$ cat src/design/wh_defs.svh
`ifndef WH_DEFS_SVH
`define WH_DEFS_SVH

`define WH_NUM_CLIENTS 4
`define WH_FLIT_WIDTH 32
`define WH_BLOCK_WORDS 4
`define WH_CID_WIDTH 2
`define WH_LEN_WIDTH 3

// block address bits kept per client
`define WH_BLOCK_ADDR_WIDTH 4
`define WH_MEM_WORDS 256

`endif
$ cat src/design/wh_pkg.sv
`include "wh_defs.svh"

package wh_pkg;

  // what is left of a flit after the routing fields
  localparam int header_pad_width_lp = `WH_FLIT_WIDTH - 1 - 2 * `WH_CID_WIDTH
                                       - `WH_LEN_WIDTH;

  // one direction of a link, ready_and flows back the other way
  typedef struct packed {
    logic                      v;
    logic [`WH_FLIT_WIDTH-1:0] data;
    logic                      ready_and_rev;
  } wh_link_s;

  typedef struct packed {
    logic [header_pad_width_lp-1:0] unused;
    logic                           write_not_read;
    logic [`WH_CID_WIDTH-1:0]       src_cid;
    logic [`WH_CID_WIDTH-1:0]       cid;  // destination client
    logic [`WH_LEN_WIDTH-1:0]       len;  // flits after the header
  } wh_header_flit_s;

endpackage

$ cat src/design/wh_link_concentrator.sv
`include "wh_defs.svh"

module wh_link_concentrator
  import wh_pkg::*;
  (
    input  logic     clk_i,
    input  logic     reset_i,
    input  wh_link_s client_link_i [`WH_NUM_CLIENTS],
    output wh_link_s client_link_o [`WH_NUM_CLIENTS],
    input  wh_link_s mem_link_i,
    output wh_link_s mem_link_o
  );

  localparam int cid_width_lp = `WH_CID_WIDTH;
  localparam int len_width_lp = `WH_LEN_WIDTH;

  // outbound side
  logic [cid_width_lp-1:0] rr_ptr_r;
  logic [cid_width_lp-1:0] out_sel_r, out_sel;
  logic [cid_width_lp-1:0] arb_id, arb_idx;
  logic [len_width_lp-1:0] out_cnt_r;
  logic out_lock_r;
  logic arb_found;
  logic out_fire;
  wh_header_flit_s out_hdr;

  // return side
  logic [cid_width_lp-1:0] ret_sel_r, ret_sel;
  logic [len_width_lp-1:0] ret_cnt_r;
  logic ret_lock_r;
  logic ret_fire;
  wh_header_flit_s ret_hdr;

  // first valid client after the last one granted
  always_comb begin
    arb_found = 1'b0;
    arb_id = rr_ptr_r;
    arb_idx = rr_ptr_r;
    for (int i = 1; i <= `WH_NUM_CLIENTS; i++) begin
      arb_idx = cid_width_lp'((int'(rr_ptr_r) + i) % `WH_NUM_CLIENTS);
      if (!arb_found && client_link_i[arb_idx].v) begin
        arb_found = 1'b1;
        arb_id = arb_idx;
      end
    end
  end

  assign out_sel = out_lock_r ? out_sel_r : arb_id;
  assign out_hdr = client_link_i[out_sel].data;
  assign ret_hdr = mem_link_i.data;
  assign ret_sel = ret_lock_r ? ret_sel_r : ret_hdr.cid;  // steer on the header

  assign mem_link_o.v = client_link_i[out_sel].v;
  assign mem_link_o.data = client_link_i[out_sel].data;
  assign mem_link_o.ready_and_rev = client_link_i[ret_sel].ready_and_rev;

  always_comb begin
    for (int i = 0; i < `WH_NUM_CLIENTS; i++) begin
      client_link_o[i].v = mem_link_i.v && (ret_sel == cid_width_lp'(i));
      client_link_o[i].data = mem_link_i.data;
      client_link_o[i].ready_and_rev = mem_link_i.ready_and_rev
                                       && (out_sel == cid_width_lp'(i));
    end
  end

  assign out_fire = mem_link_o.v && mem_link_i.ready_and_rev;
  assign ret_fire = mem_link_i.v && mem_link_o.ready_and_rev;

  always_ff @(posedge clk_i) begin
    if (reset_i) begin
      rr_ptr_r <= cid_width_lp'(`WH_NUM_CLIENTS - 1);  // client 0 wins first
      out_lock_r <= 1'b0;
      out_sel_r <= '0;
      out_cnt_r <= '0;
      ret_lock_r <= 1'b0;
      ret_sel_r <= '0;
      ret_cnt_r <= '0;
    end else begin
      if (out_fire) begin
        if (!out_lock_r) begin
          out_lock_r <= 1'b1;
          out_sel_r <= arb_id;
          rr_ptr_r <= arb_id;
          out_cnt_r <= out_hdr.len;
        end else begin
          out_cnt_r <= out_cnt_r - 1'b1;
          out_lock_r <= (out_cnt_r != len_width_lp'(1));
        end
      end
      if (ret_fire) begin
        if (!ret_lock_r) begin
          ret_lock_r <= 1'b1;
          ret_sel_r <= ret_hdr.cid;
          ret_cnt_r <= ret_hdr.len;
        end else begin
          ret_cnt_r <= ret_cnt_r - 1'b1;
          ret_lock_r <= (ret_cnt_r != len_width_lp'(1));
        end
      end
    end
  end

endmodule

$ cat config.mk
export PLATFORM = sky130hd
export DESIGN_NAME = wh_link_concentrator
export DESIGN_NICKNAME = d
export VERILOG_FILES = /design/src/design/wh_pkg.sv /design/src/design/wh_link_concentrator.sv
export VERILOG_INCLUDE_DIRS = /design/src /design/src/design
export SDC_FILE = /design/constraint.sdc
export NUM_CORES = 1
export LEC_CHECK = 0
export BUFFER_PORTS_ARGS = -buffer_cell sky130_fd_sc_hd__buf_2
export CAP_MARGIN = 20
export CORE_AREA = 2 2 131 133
export CTS_CLUSTER_SIZE = 14
export DETAILED_ROUTE_END_ITERATION = 10
export DIE_AREA = 0 0 133 135
export PLACE_DENSITY_LB_ADDON = 0.12
export SLEW_MARGIN = 20
export SYNTH_ARGS = -nofsm -noshare
export SYNTH_HDL_FRONTEND = slang
export SYNTH_SLANG_ARGS = --single-unit
$ cat constraint.sdc
create_clock -name clk_i -period 6.3 [get_ports clk_i]
set_clock_uncertainty 0.2 [all_clocks]
set_input_delay 0.63 -clock clk_i [delete_from_list [all_inputs] [get_ports clk_i]]
set_output_delay 0.63 -clock clk_i [all_outputs]
set_load 0.02 [all_outputs]
* Word level (Yosys, flattened, before mapping)
Cells that the tools add are included.
** Storage, ports and cells
- Flip-flop bits (word level) :: 14
- Input bits :: 172
- Output and inout bits :: 170
- Word-level logic and storage cells :: 84
** Cells by class
- Mux-type cells :: 31
- Magnitude comparators :: 6
- Eq/ne operators :: 8
- Add/subtract/negate cells :: 6
- Reduce and logical (&&, ||, !) cells :: 19
- Bitwise operators :: 7
** Operator list (count)
- 34-bit binary-select mux with 2-bit select :: 6
- 34-bit 2-to-1 mux :: 10
- 3-bit greater-or-equal comparator, second input constant :: 6
- 2-bit inverter with 3-bit output :: 6
- 1-bit logical AND :: 13
- 2-bit 2-to-1 mux :: 6
- 2-bit == test, second input constant :: 4
- 1-bit 2-to-1 mux :: 7
- 3-bit 2-to-1 mux :: 2
- 3-bit by 1-bit inequality test with 1-bit output, second input constant :: 2
- 3-bit by 1-bit subtractor with 3-bit output, second input constant :: 2
- 2-bit by 1-bit adder with 2-bit output, second input constant :: 2
- 2-bit adder, second input constant :: 2
- 2-bit by 1-bit == test with 1-bit output, second input constant :: 2
- 2-bit zero test :: 2
- 1-bit zero test :: 3
- 2-bit AND reduction :: 1
- 1-bit inverter :: 1

* Logic depth before layout (Yosys ltp)
- Word-level depth :: 22
- Gate-level depth with buffers :: 9
- Depth with buffers taken out :: 7

* Worst setup path after synthesis
No wires, ideal clock.
- Path type :: input to output
- From :: input client_link_i[101] (netlist bit)
- To :: output mem_link_o[10] (netlist bit)
- Arrival :: 2645 ps
- Buffers on the path :: 3
- Required time :: 5470 ps
- Path slack :: 2825 ps
- Cell stages on the path :: 8
- Cell sequence :: buf_2 -> maj3_2 -> o221a_4 -> nor2_1 -> buf_2 -> clkbuf_1 -> a211oi_1 -> a21oi_1
** RTL lines
- start, declared :: RTL line wh_link_concentrator.sv:8 : input wh_link_s client_link_i [`WH_NUM_CLIENTS],
- end, declared :: RTL line wh_link_concentrator.sv:11 : output wh_link_s mem_link_o

==> results.sh <==
export IMPL_status="finished, final reports clean"
export IMPL_drive_gt1_share_pct=47.1
export IMPL_viasPerCell=4.16
export IMPL_required_ns=5.47
export IMPL_grt_util_all_layers_pct=10.5
export IMPL_ctsHtreeMaxLevel=1
export IMPL_synth_area_per_cell_um2=7.41
export IMPL_routabilityCongestion=0.789
export IMPL_synthesis_nets=588
export IMPL_crit_family="buffers and inverters"
export IMPL_wl_um=10500
export IMPL_setup_worst_path_start_class="flip-flop"
export IMPL_fp_dieW_um=133
export IMPL_ys_top_cells_by_count="buf_4 (131), mux2i_1 (45), a21oi_1 (40), nor2b_1 (34), a211oi_1 (32)"
export IMPL_fin_nets=650
export IMPL_period_needed_ns=4.05
export IMPL_seq_area_um2=280
export IMPL_cts_root_buffer="clkbuf_16"
export IMPL_arrival_ns=3.22
export IMPL_grt_pass1_wl_um=15200
export IMPL_cts_setup_buffers=0
export IMPL_hpwl_um=8640
export IMPL_cts_tree="built"
export IMPL_power_density_nw_per_um2=275
export IMPL_die_area_um2=18000
export IMPL_r2r_worst_path_cells=8
export IMPL_placed_area_um2=3330
export IMPL_postRouteAntennaNets=0
export IMPL_finalSetupTns_ns=0
export IMPL_crit_top_cell="mux2i_1"
export IMPL_antenna_cells=0
export IMPL_cts_sinks=14
export IMPL_num_rows=47
export IMPL_critPathKind="reg -> out"
export IMPL_crit_chain="clkinv_1 -> a41oi_1 -> nand2_2 -> buf_4 -> mux2i_1 -> mux2i_1 -> buf_2"
export IMPL_netlist_area_um2=3050
export IMPL_vias=2884
export IMPL_post_synth_top_count_cell="buf_4"
export IMPL_die_h_um=135
export IMPL_grt_max_degree=62
export IMPL_drtIter0Drc=40
export IMPL_cts_buffers_inserted=3
export IMPL_grt_overflow_total=0
export IMPL_ioPinCount=342
export IMPL_tightest_slew_ns=0.953
export IMPL_synthTopCellsByArea="buf_4 (32%), mux2i_1 (15%), dfxtp_1 (9.2%)"
export IMPL_core_um2=16400
export IMPL_slew_violations=0
export IMPL_multi_input_area_um2=1680
export IMPL_max_freq_mhz=247
export IMPL_synth_largest_area_cell="buf_4"
export IMPL_crit_fanout=43
export IMPL_hold_violations=0
export IMPL_synth_edf_count=0
export IMPL_cts_hold_buffers_added=0
export IMPL_ys_seq_elements=14
export IMPL_drv_cap=0
export IMPL_ir_drop_mv=0.0841
export IMPL_min_path_cells=2
export IMPL_grt_busiest_layer="met2"
export IMPL_syn_to_final_growth_pct=12.1
export IMPL_first_global_vias=2691
export IMPL_synth_yosys_seq_area_share_pct=9.18
export IMPL_cts_max_path_buffers=2
export IMPL_post_route_worst_setup_slack_ns=2.25
export IMPL_numPortBuffers=206
export IMPL_postLayoutCellArea_um2=3420
export IMPL_slew_limit_headroom_pct=36.3
export IMPL_initial_core_util_pct=18.6
export IMPL_crit_buf_inv=3
export IMPL_leakage_uw=0.00171
export IMPL_grt_use_met1_pct=13.4
export IMPL_setup_violations=0
export IMPL_rsz0062_at_grt="no"
export IMPL_drc_errors=0
export IMPL_firstDrtPassIters=4
export IMPL_grt_use_met2_pct=16.8
export IMPL_ys_flop_type="dfxtp_1"
export IMPL_ys_warn_count=0
export IMPL_fillerInstances=1872
export IMPL_syn_inst=412
export IMPL_yosysUniqueCellTypes=44
export IMPL_min_period_over_period_pct=64.2
export IMPL_cp_num_cells=7
export IMPL_slowest_stage="dfxtp_1"
export IMPL_antenna_found_initial=0
export IMPL_clkSlewWorstSetupHoldPaths_ns=0.05
export IMPL_hold_path_class="reg -> reg"
export IMPL_end_kind="output port"
export IMPL_use_met3_pct=4.84
export IMPL_insertion_delay_ns=0.24
export IMPL_yosysTopAreaCellShare_pct=32.2
export IMPL_drt_wirelength_per_cell_um=15.1
export IMPL_critPathMaxStageDelay_ns=0.66
export IMPL_dpl_cell_count=689
export IMPL_post_place_ws_ns=2.21
export IMPL_ctsResizeCount=0
export IMPL_layoutNonFillerInstCount=693
export IMPL_async_reset_ff_share_pct=0
[logic make-up after synthesis]
group           Yosys count  share of synthesized area [%]
flops                    14                           9.18
fa+ha+maj                 5                           2.01
simple gates             82                           14.6
mux                      48                           16.2
compound gates          100                           21.7
buf+inv                 163                           36.3
[placed cells by master, fill, tap and decap left out, types with 2 or more instances in the layout]
| cell type | netlist | layout |
|---|---|---|
| nand2b_1 | 3 | 3 |
| mux2_2 | 2 | 2 |
| nor3_1 | 5 | 5 |
| a211oi_1 | 32 | 32 |
| nor2_1 | 17 | 16 |
| inv_1 | 10 | 10 |
| nor2b_1 | 34 | 34 |
| ha_1 | 4 | 4 |
| o2111ai_1 | 2 | 2 |
| nand3_1 | 2 | 2 |
| nor3b_1 | 3 | 3 |
| a311oi_1 | 2 | 2 |
| mux2i_1 | 45 | 45 |
| a31oi_1 | 5 | 5 |
| o21ai_0 | 6 | 6 |
| clkbuf_16 | 0 | 3 |
| buf_2 | 3 | 206 |
| dfxtp_1 | 14 | 14 |
| o21bai_1 | 2 | 2 |
| nand2_1 | 11 | 10 |
| a21oi_1 | 40 | 40 |
[worst paths after layout]
kind	startpoint	endpoint	slack, ns
worst max-delay path	out_lock_r$_SDFFE_PP0P_	mem_link_o[2]	2.25
worst min register to register	ret_sel_r[1]$_SDFFE_PP0P_	ret_sel_r[1]$_SDFFE_PP0P_	0.30
worst min-delay path	ret_sel_r[1]$_SDFFE_PP0P_	ret_sel_r[1]$_SDFFE_PP0P_	0.30
worst max register to register	out_lock_r$_SDFFE_PP0P_	out_cnt_r[2]$_SDFFE_PP0P_	2.90
[registers in the layout, summed over array words and instances, names as in the netlist]
name,count
out_cnt_r,3
rr_ptr_r,2
ret_cnt_r,3
out_sel_r,2
out_lock_r,1
ret_lock_r,1
ret_sel_r,2
[power breakdown]
part / switching [µW] / internal (µW) / leakage [µW] / total [µW]
Sequential: 20.1 / 102 / 0.000115 / 122
Clock: 37.7 / 96.3 / 0.0000442 / 134
Combinational: 430 / 256 / 0.00155 / 685
Total: 487 / 454 / 0.00171 / 942
[layer usage]
metal	wire, µm	share of wire, %
met1	4460	43
met2	4630	44
met5	0	0
met3	1310	12
met4	68	0.65
[through the flow]
stage | hold WS [ns] | util (%) | power, µW
4_1_cts | 0.299 | 20.9 | 959
3_3_place_gp | 0.272 | 20.3 | 820
6_report | 0.296 | 20.9 | 942
3_5_place_dp | 0.284 | 20.3 | 820
2_1_floorplan | 0.254 | - | 695
5_1_grt | 0.332 | 20.9 | 1020
[tightest hold or removal path, delay by kind of cell (launching register included)]
| family | cells | cell delay (ns) |
|---|---|---|
| flops | 1 | 0.33 |
| compound gates | 1 | 0.06 |
| simple gates | 1 | 0.07 |
[final cells by class]
type | count | share of cell area, %
Multi-Input combinational cell | 235 | 48.9
Timing Repair Buffer | 208 | 30.9
Sequential cell | 14 | 8.19
Tap cell | 220 | 8.04
Clock buffer | 4 | 2.60
Inverter | 12 | 1.32
Note: power is estimated with default switching activity, not from simulation.
