`config.mk`:
```
export PLATFORM = sky130hd
export DESIGN_NAME = wh_dma_client
export DESIGN_NICKNAME = d
export VERILOG_FILES = /design/src/design/dma_pkg.sv /design/src/design/wh_pkg.sv /design/src/design/wh_dma_client.sv
export VERILOG_INCLUDE_DIRS = /design/src /design/src/design
export SDC_FILE = /design/constraint.sdc
export NUM_CORES = 1
export LEC_CHECK = 0
export BUFFER_PORTS_ARGS = -buffer_cell sky130_fd_sc_hd__buf_2
export CELL_PAD_IN_SITES_DETAIL_PLACEMENT = 1
export CELL_PAD_IN_SITES_GLOBAL_PLACEMENT = 2
export CORE_AREA = 3 3 169 171
export DETAILED_ROUTE_END_ITERATION = 10
export DIE_AREA = 0 0 172 174
export PLACE_DENSITY = 0.81
export SETUP_SLACK_MARGIN = 0.4
export SLEW_MARGIN = 10
export SYNTH_ARGS = -nofsm -noshare
export SYNTH_HDL_FRONTEND = slang
export SYNTH_SLANG_ARGS = --single-unit
```
`constraint.sdc`:
```
create_clock -name clk_i -period 8.73 [get_ports clk_i]
set_clock_uncertainty 0.05 [all_clocks]
set_input_delay 0.873 -clock clk_i [delete_from_list [all_inputs] [get_ports clk_i]]
set_output_delay 0.873 -clock clk_i [all_outputs]
set_load 0.005 [all_outputs]
```
`src/design/wh_defs.svh`:
```
`ifndef WH_DEFS_SVH
`define WH_DEFS_SVH

`define WH_NUM_CLIENTS 4
`define WH_FLIT_WIDTH 32
`define WH_BLOCK_WORDS 4
`define WH_CID_WIDTH 2
`define WH_LEN_WIDTH 3

// block address bits kept per client
`define WH_BLOCK_ADDR_WIDTH 4
`define WH_MEM_WORDS 256

`endif
```
`src/design/dma_pkg.sv`:
```
`include "wh_defs.svh"

package dma_pkg;

  typedef logic [`WH_BLOCK_WORDS-1:0][`WH_FLIT_WIDTH-1:0] dma_block_t;

  typedef struct packed {
    logic                      write_not_read;
    logic [`WH_FLIT_WIDTH-1:0] block_addr;
    dma_block_t                data;  // don't care on a read
  } dma_req_s;

  typedef struct packed {
    dma_block_t data;
  } dma_resp_s;

endpackage

```
`src/design/wh_pkg.sv`:
```
`include "wh_defs.svh"

package wh_pkg;

  // what is left of a flit after the routing fields
  localparam int header_pad_width_lp = `WH_FLIT_WIDTH - 1 - 2 * `WH_CID_WIDTH
                                       - `WH_LEN_WIDTH;

  // one direction of a link, ready_and flows back the other way
  typedef struct packed {
    logic                      v;
    logic [`WH_FLIT_WIDTH-1:0] data;
    logic                      ready_and_rev;
  } wh_link_s;

  typedef struct packed {
    logic [header_pad_width_lp-1:0] unused;
    logic                           write_not_read;
    logic [`WH_CID_WIDTH-1:0]       src_cid;
    logic [`WH_CID_WIDTH-1:0]       cid;  // destination client
    logic [`WH_LEN_WIDTH-1:0]       len;  // flits after the header
  } wh_header_flit_s;

endpackage

```
`src/design/wh_dma_client.sv`:
```
`include "wh_defs.svh"

module wh_dma_client
  import wh_pkg::*, dma_pkg::*;
  #(parameter int client_id_p = 0)
  (
    input  logic      clk_i,
    input  logic      reset_i,
    input  logic      req_v_i,
    input  dma_req_s  req_i,
    output logic      req_ready_o,
    output logic      resp_v_o,
    output dma_resp_s resp_o,
    input  wh_link_s  link_i,
    output wh_link_s  link_o
  );

  localparam int cnt_width_lp = $clog2(`WH_BLOCK_WORDS);
  localparam int len_width_lp = `WH_LEN_WIDTH;
  localparam int cid_width_lp = `WH_CID_WIDTH;
  localparam logic [cnt_width_lp-1:0] last_word_lp = cnt_width_lp'(`WH_BLOCK_WORDS - 1);

  typedef enum logic [2:0] {
    st_idle,
    st_header,
    st_addr,
    st_evict,
    st_fill_wait,
    st_fill_data
  } client_state_e;

  client_state_e state_r, state_n;
  logic [cnt_width_lp-1:0] cnt_r, cnt_n;
  logic resp_v_r;
  logic fill_we;
  logic fill_done;
  dma_req_s req_r;
  dma_resp_s resp_r;
  wh_header_flit_s hdr;

  assign hdr.unused = '0;
  assign hdr.write_not_read = req_r.write_not_read;
  assign hdr.src_cid = cid_width_lp'(client_id_p);
  assign hdr.cid = '0;  // one memory, no routing needed
  assign hdr.len = req_r.write_not_read
    ? len_width_lp'(`WH_BLOCK_WORDS + 1)
    : len_width_lp'(1);

  assign req_ready_o = (state_r == st_idle);
  assign fill_we = (state_r == st_fill_data) && link_i.v;
  assign fill_done = fill_we && (cnt_r == last_word_lp);

  always_comb begin
    state_n = state_r;
    cnt_n = cnt_r;
    link_o = '0;

    case (state_r)
      st_idle: begin
        if (req_v_i) begin
          state_n = st_header;
        end
      end
      st_header: begin
        link_o.v = 1'b1;
        link_o.data = hdr;
        if (link_i.ready_and_rev) begin
          state_n = st_addr;
        end
      end
      st_addr: begin
        link_o.v = 1'b1;
        link_o.data = req_r.block_addr;
        if (link_i.ready_and_rev) begin
          cnt_n = '0;
          state_n = req_r.write_not_read ? st_evict : st_fill_wait;
        end
      end
      st_evict: begin
        link_o.v = 1'b1;
        link_o.data = req_r.data[cnt_r];
        if (link_i.ready_and_rev) begin
          cnt_n = cnt_r + 1'b1;
          if (cnt_r == last_word_lp) begin
            state_n = st_idle;
          end
        end
      end
      st_fill_wait: begin
        link_o.ready_and_rev = 1'b1;
        if (link_i.v) begin  // header of the fill worm
          state_n = st_fill_data;
        end
      end
      st_fill_data: begin
        link_o.ready_and_rev = 1'b1;
        if (link_i.v) begin
          cnt_n = cnt_r + 1'b1;
          if (cnt_r == last_word_lp) begin
            state_n = st_idle;
          end
        end
      end
      default: begin
        state_n = st_idle;
      end
    endcase
  end

  always_ff @(posedge clk_i) begin
    if (reset_i) begin
      state_r <= st_idle;
      cnt_r <= '0;
      resp_v_r <= 1'b0;
    end else begin
      state_r <= state_n;
      cnt_r <= cnt_n;
      resp_v_r <= fill_done;
    end
  end

  always_ff @(posedge clk_i) begin
    if (req_v_i && req_ready_o) begin
      req_r <= req_i;
    end
    if (fill_we) begin
      resp_r.data[cnt_r] <= link_i.data;
    end
  end

  assign resp_v_o = resp_v_r;
  assign resp_o = resp_r;

endmodule

```
Word level (Yosys, flattened, before mapping)
Index checks and enable logic that the tools add are counted.
{"block": "totals", "reg_bits": 295, "inputBits": 198, "out_inout_bits": 164, "wordCells": 58}
{"block": "op_classes", "n_addsub": 1, "magnitude_cmp": 2, "n_eq_ne": 12, "mux": 21, "n_reduce_logical": 9}
{"cell": "$bwmux W128", "count": 1}
{"cell": "$pmux W33 S3", "count": 1}
{"cell": "$bmux W32 S2", "count": 1}
{"cell": "$demux W32 S2", "count": 1}
{"cell": "$mux W32", "count": 2}
{"cell": "$mux W3", "count": 9}
{"cell": "$pmux W3 S6", "count": 1}
{"cell": "$ne A2 B2 Y1 const B", "count": 6}
{"cell": "$eq A3 B2 Y1 const B", "count": 2}
{"cell": "$eq A3 B3 Y1 const B", "count": 2}
{"cell": "$mux W2", "count": 3}
{"cell": "$pmux W2 S3", "count": 1}
{"cell": "$reduce_and A6 Y1", "count": 1}
{"cell": "$logic_and A1 B1 Y1", "count": 4}
{"cell": "$reduce_and A4 Y1", "count": 1}
{"cell": "$eq A3 B1 Y1 const B", "count": 1}
{"cell": "$logic_not A3 Y1", "count": 1}
{"cell": "$lt A2 B3 Y1 const B", "count": 1}
{"cell": "$reduce_bool A3 Y1", "count": 1}
{"cell": "$add A2 B1 Y2 const B", "count": 1}
{"cell": "$eq A2 B2 Y1 const B", "count": 1}
{"cell": "$ge A2 B1 Y1 const B", "count": 1}
{"cell": "$reduce_or A2 Y1", "count": 1}
{"cell": "$mux W1", "count": 1}

Depth between registers and ports, before layout
{"block": "depth", "word_depth": 5, "depth_mapped": 7, "ltp_nobuf": 5}

Least setup slack after synthesis
No wires, ideal clock.
{"block": "synth_path", "kind": "flip-flop to flip-flop", "startpoint": "reg state_r[0]", "endpoint": "reg req_r, in the netlist hdr[7], enable pin", "setup_ns": 0.540, "arrival_ns": 4.648, "required_ns": 8.140, "path_slack_ns": 3.492, "path_stages_with_launch": 5, "path_buffers": 2, "synth_period_minus_slack_ns": 5.238, "cell_sequence": "dfxtp_1 buf_4 clkbuf_1 nor3_1 and2_1"}
{"block": "synth_between", "elab_chain_len": 2}
{"element": "from (decl)", "line_no": "wh_dma_client.sv:32", "rtl": "client_state_e state_r, state_n;"}
{"element": "from (signal assigned)", "line_no": "wh_dma_client.sv:112", "rtl": "state_r <= st_idle;"}
{"element": "from (signal assigned)", "line_no": "wh_dma_client.sv:116", "rtl": "state_r <= state_n;"}
{"element": "$logic_not A3 Y1", "line_no": "wh_dma_client.sv:49", "rtl": "assign req_ready_o = (state_r == st_idle);"}
{"element": "net req_ready_o", "line_no": "wh_dma_client.sv:11", "rtl": "output logic req_ready_o,"}
{"element": "$logic_and A1 B1 Y1", "line_no": "wh_dma_client.sv:123", "rtl": "if (req_v_i && req_ready_o) begin"}
{"element": "to (signal assigned)", "line_no": "wh_dma_client.sv:124", "rtl": "req_r <= req_i;"}
{"element": "to (decl)", "line_no": "wh_dma_client.sv:37", "rtl": "dma_req_s req_r;"}
The timed path passes the listed nets, and every way through them passes these cells.
A chain may end at the register's enable or synchronous reset.

==> reports/qor.txt <==
outcome -> finished, final reports clean
Hold Path Class -> in -> reg
#FFs+latches synth -> 295
die height -> 174 um
num rows -> 60
Placement Cell Area -> 12,480 um^2
1st-iter DRT viols -> 313
drc violations -> 0
hpwl dp -> 18.46 mm
largest net degree at the start of global routing -> 81
combinational share of power -> 0.100
Ys Warns -> 0
WHS Path Cells -> 1
max_slew headroom -> 0.3379
Yosys cell types -> 30
cell area after layout -> 13,460 um^2
Seq/Total Area, Yosys -> 0.8553
Max IR drop VDD -> 0.1989 mV
share of cells above drive strength 1 -> 0.5396
Place WS -> 5.285 ns
Worst Path Required -> 7.81 ns
Cell Area, Synth -> 10,290 um^2
Final ANT Viol Nets -> 0
first-pass GRT wire length -> 38.03 mm
Final Hold Violating Endpoints -> 0
CTS tree -> done
switching power -> 0.7851 mW
number of buffers created by CTS -> 31
M3 GR Usage -> 0.07300
Core Util, Final -> 0.4981
Nets -> 1,022
GRT Total Usage -> 0.1673
vias in the first global route -> 6,340
Area Overhead vs Synth -> 30.87%
Initial Utilization -> 0.3806
Slew @ Worst Pin -> 0.9931 ns
FF+latch area -> 8801 um^2
clock transition at the registers of the reported paths -> 0.06 ns
Core Area -> 27,030 um^2
hold buffer count at CTS -> 0
critical path class -> reg -> out
final wirelength -> 25.98 mm
die footprint -> 29,930 um^2
fin. max-slew vios -> 0
Leak -> 5.124 nW
worst hold slack -> 0.4346 ns
unrepaired setup endpoints after global routing -> no
Fill cells -> 2,631
GRT overflow -> 0
number of setup buffers added after CTS -> 0
die width -> 172 um
Sw Ratio -> 0.2287
crit path time final -> 3.550 ns
total number of vias -> 5,800
fmax -> 281.7 MHz
busiest grt layer -> met2
# port buffers -> 361
r2r worst-path depth -> 4
Setup crit start kind -> flip-flop
H-Tree Depth -> 1
Resize count post-CTS -> 0
I/O pin count -> 362
CTS Buffer Depth -> 3
CTS Sinks -> 295
Cells after Synth -> 436
period utilization -> 0.4066
grt met2 use -> 0.2866
WP data arrival -> 2.63 ns
Power per Cell Area -> 255.0 nW/um^2
Critical Path Sink Type -> primary output
RePlAce Congestion -> 0.7747
drt wl/cell -> 21.87 um
initial antenna violation count -> 7
met1 Usage GRT -> 0.1912
Pint -> 2.648 mW
power share of the sequential group -> 0.533
min setup slack post-route -> 5.180 ns
Detailed Routing Iterations Pass 1 -> 6
crit-path max FO -> 28
Multi-input gate area -> 1368 um^2
Syn Nets -> 638
DR vias/cell -> 4.882
# setup viols final -> 0
Syn Area/Cell -> 23.59 um^2
number of max-cap violations -> 0
clock latency on the worst-skew pair -> 0.56 ns
clock network fraction of design power -> 0.367
CTS root buffer -> clkbuf_16
setup tns final -> 0 ns
==> cells in the mapped netlist (all sizes together) <==
library cell,n,area (um^2)
nand3,1,5.000
a21oi,7,38.79
or3,1,6.260
ha,4,50.05
a2111oi,2,17.52
mux4,32,720.7
o211ai,1,7.510
nand3b,3,22.52
nand2,6,22.52
a311oi,2,17.52
dfxtp,6,120.1
and2,6,37.54
and4b,1,11.26
edfxtp,289,8678
mux2,2,22.52
inv,2,7.510
and2b,1,10.01
nand2b,4,25.02
nor2b,5,33.78
nor3,2,10.01
a22o,29,254.0
clkbuf,7,26.28
buf,12,92.58
nor2,8,30.03
o21ai,2,10.01
a311o,1,10.01
==> cells in the final DEF, fill, tap and decap left out, types with 2 or more instances in the layout <==
| cell | count |
|---|---|
| buf_2 | 361 |
| edfxtp_1 | 289 |
| mux4_2 | 32 |
| clkbuf_16 | 31 |
| a22o_1 | 29 |
| clkinv_2 | 9 |
| buf_4 | 9 |
| nor2_1 | 7 |
| clkinv_1 | 7 |
| nand2_1 | 6 |
| a21oi_1 | 6 |
| and2_1 | 5 |
| clkbuf_1 | 5 |
| nand2b_1 | 4 |
| nor2b_1 | 4 |
| ha_1 | 4 |
| dfxtp_1 | 4 |
| nand3b_1 | 3 |
| bufinv_16 | 3 |
| diode_2 | 2 |
| inv_1 | 2 |
| nor3_1 | 2 |
| a311oi_1 | 2 |
| o21ai_0 | 2 |
| a2111oi_0 | 2 |
| mux2_1 | 2 |
| dfxtp_2 | 2 |
==> final cells by class <==
class	instances	area share
sequential	295	0.6537
timing repair buffer	370	0.1392
multi-input combinational	120	0.1016
clock buffer	36	0.05901
tap	341	0.03169
clock inverter	22	0.01385
inverter	2	0.0005576
antenna	2	0.0003717
==> cell families after synthesis <==
kind of cell / share of synthesized area
AO/OA/AOI/OAI: 0.03454
adder cells (fa/ha/maj): 0.004865
buffers and inverters: 0.01228
flip-flops: 0.8553
multiplexers: 0.07224
AND/OR/NAND/NOR: 0.02080
==> power groups by stage <==
stage | registers [mW] | clock network (mW) | logic, mW
final | 1.83 | 1.26 | 0.344
after global routing | 1.85 | 1.36 | 0.383
after CTS | 1.83 | 1.30 | 0.354
after detailed placement | 1.86 | 0 | 0.353
after global placement | 1.85 | 0 | 0.340
after floorplan | 1.86 | 0 | 0.208
==> per-layer routing <==
metal  routed length, um  share of wire
met1                9476           0.36
met2               12690           0.49
met3                3165           0.12
met4                 599          0.023
met5                  51         0.0020
==> worst max-delay path: stages (launching register included) <==
cell and delay, ns:
dfxtp_2 0.55, buf_4 0.50, mux4_2 0.56, a22o_1 0.28
buf_2 0.14
==> final timing paths <==
path	to	slack, ns	from
worst max-delay path	link_o[13]	5.18	cnt_r[0]$_SDFFE_PP0P_
worst min-delay path	req_r[0]$_DFFE_PP_	0.43	req_i[0]
worst max register to register	req_r[158]$_DFFE_PP_	5.40	state_r[0]$_SDFFE_PP0P_
worst min register to register	state_r[2]$_SDFFE_PP0P_	0.59	hdr[7]$_DFFE_PP_
==> sequential cells by signal, summed over array words and instances, names as in the netlist <==
register,flops
hdr,1
resp_v_o,1
cnt_r,2
req_r,160
state_r,3
resp_o,128
==> through the flow <==
stage / total power [mW] / cells
after floorplan: 2.064 / 436
after global placement: 2.191 / 1128
after detailed placement: 2.214 / 1128
after CTS: 3.483 / 1186
after global routing: 3.592 / 1188
final: 3.433 / 1188
(Power assumes the default switching activity.)
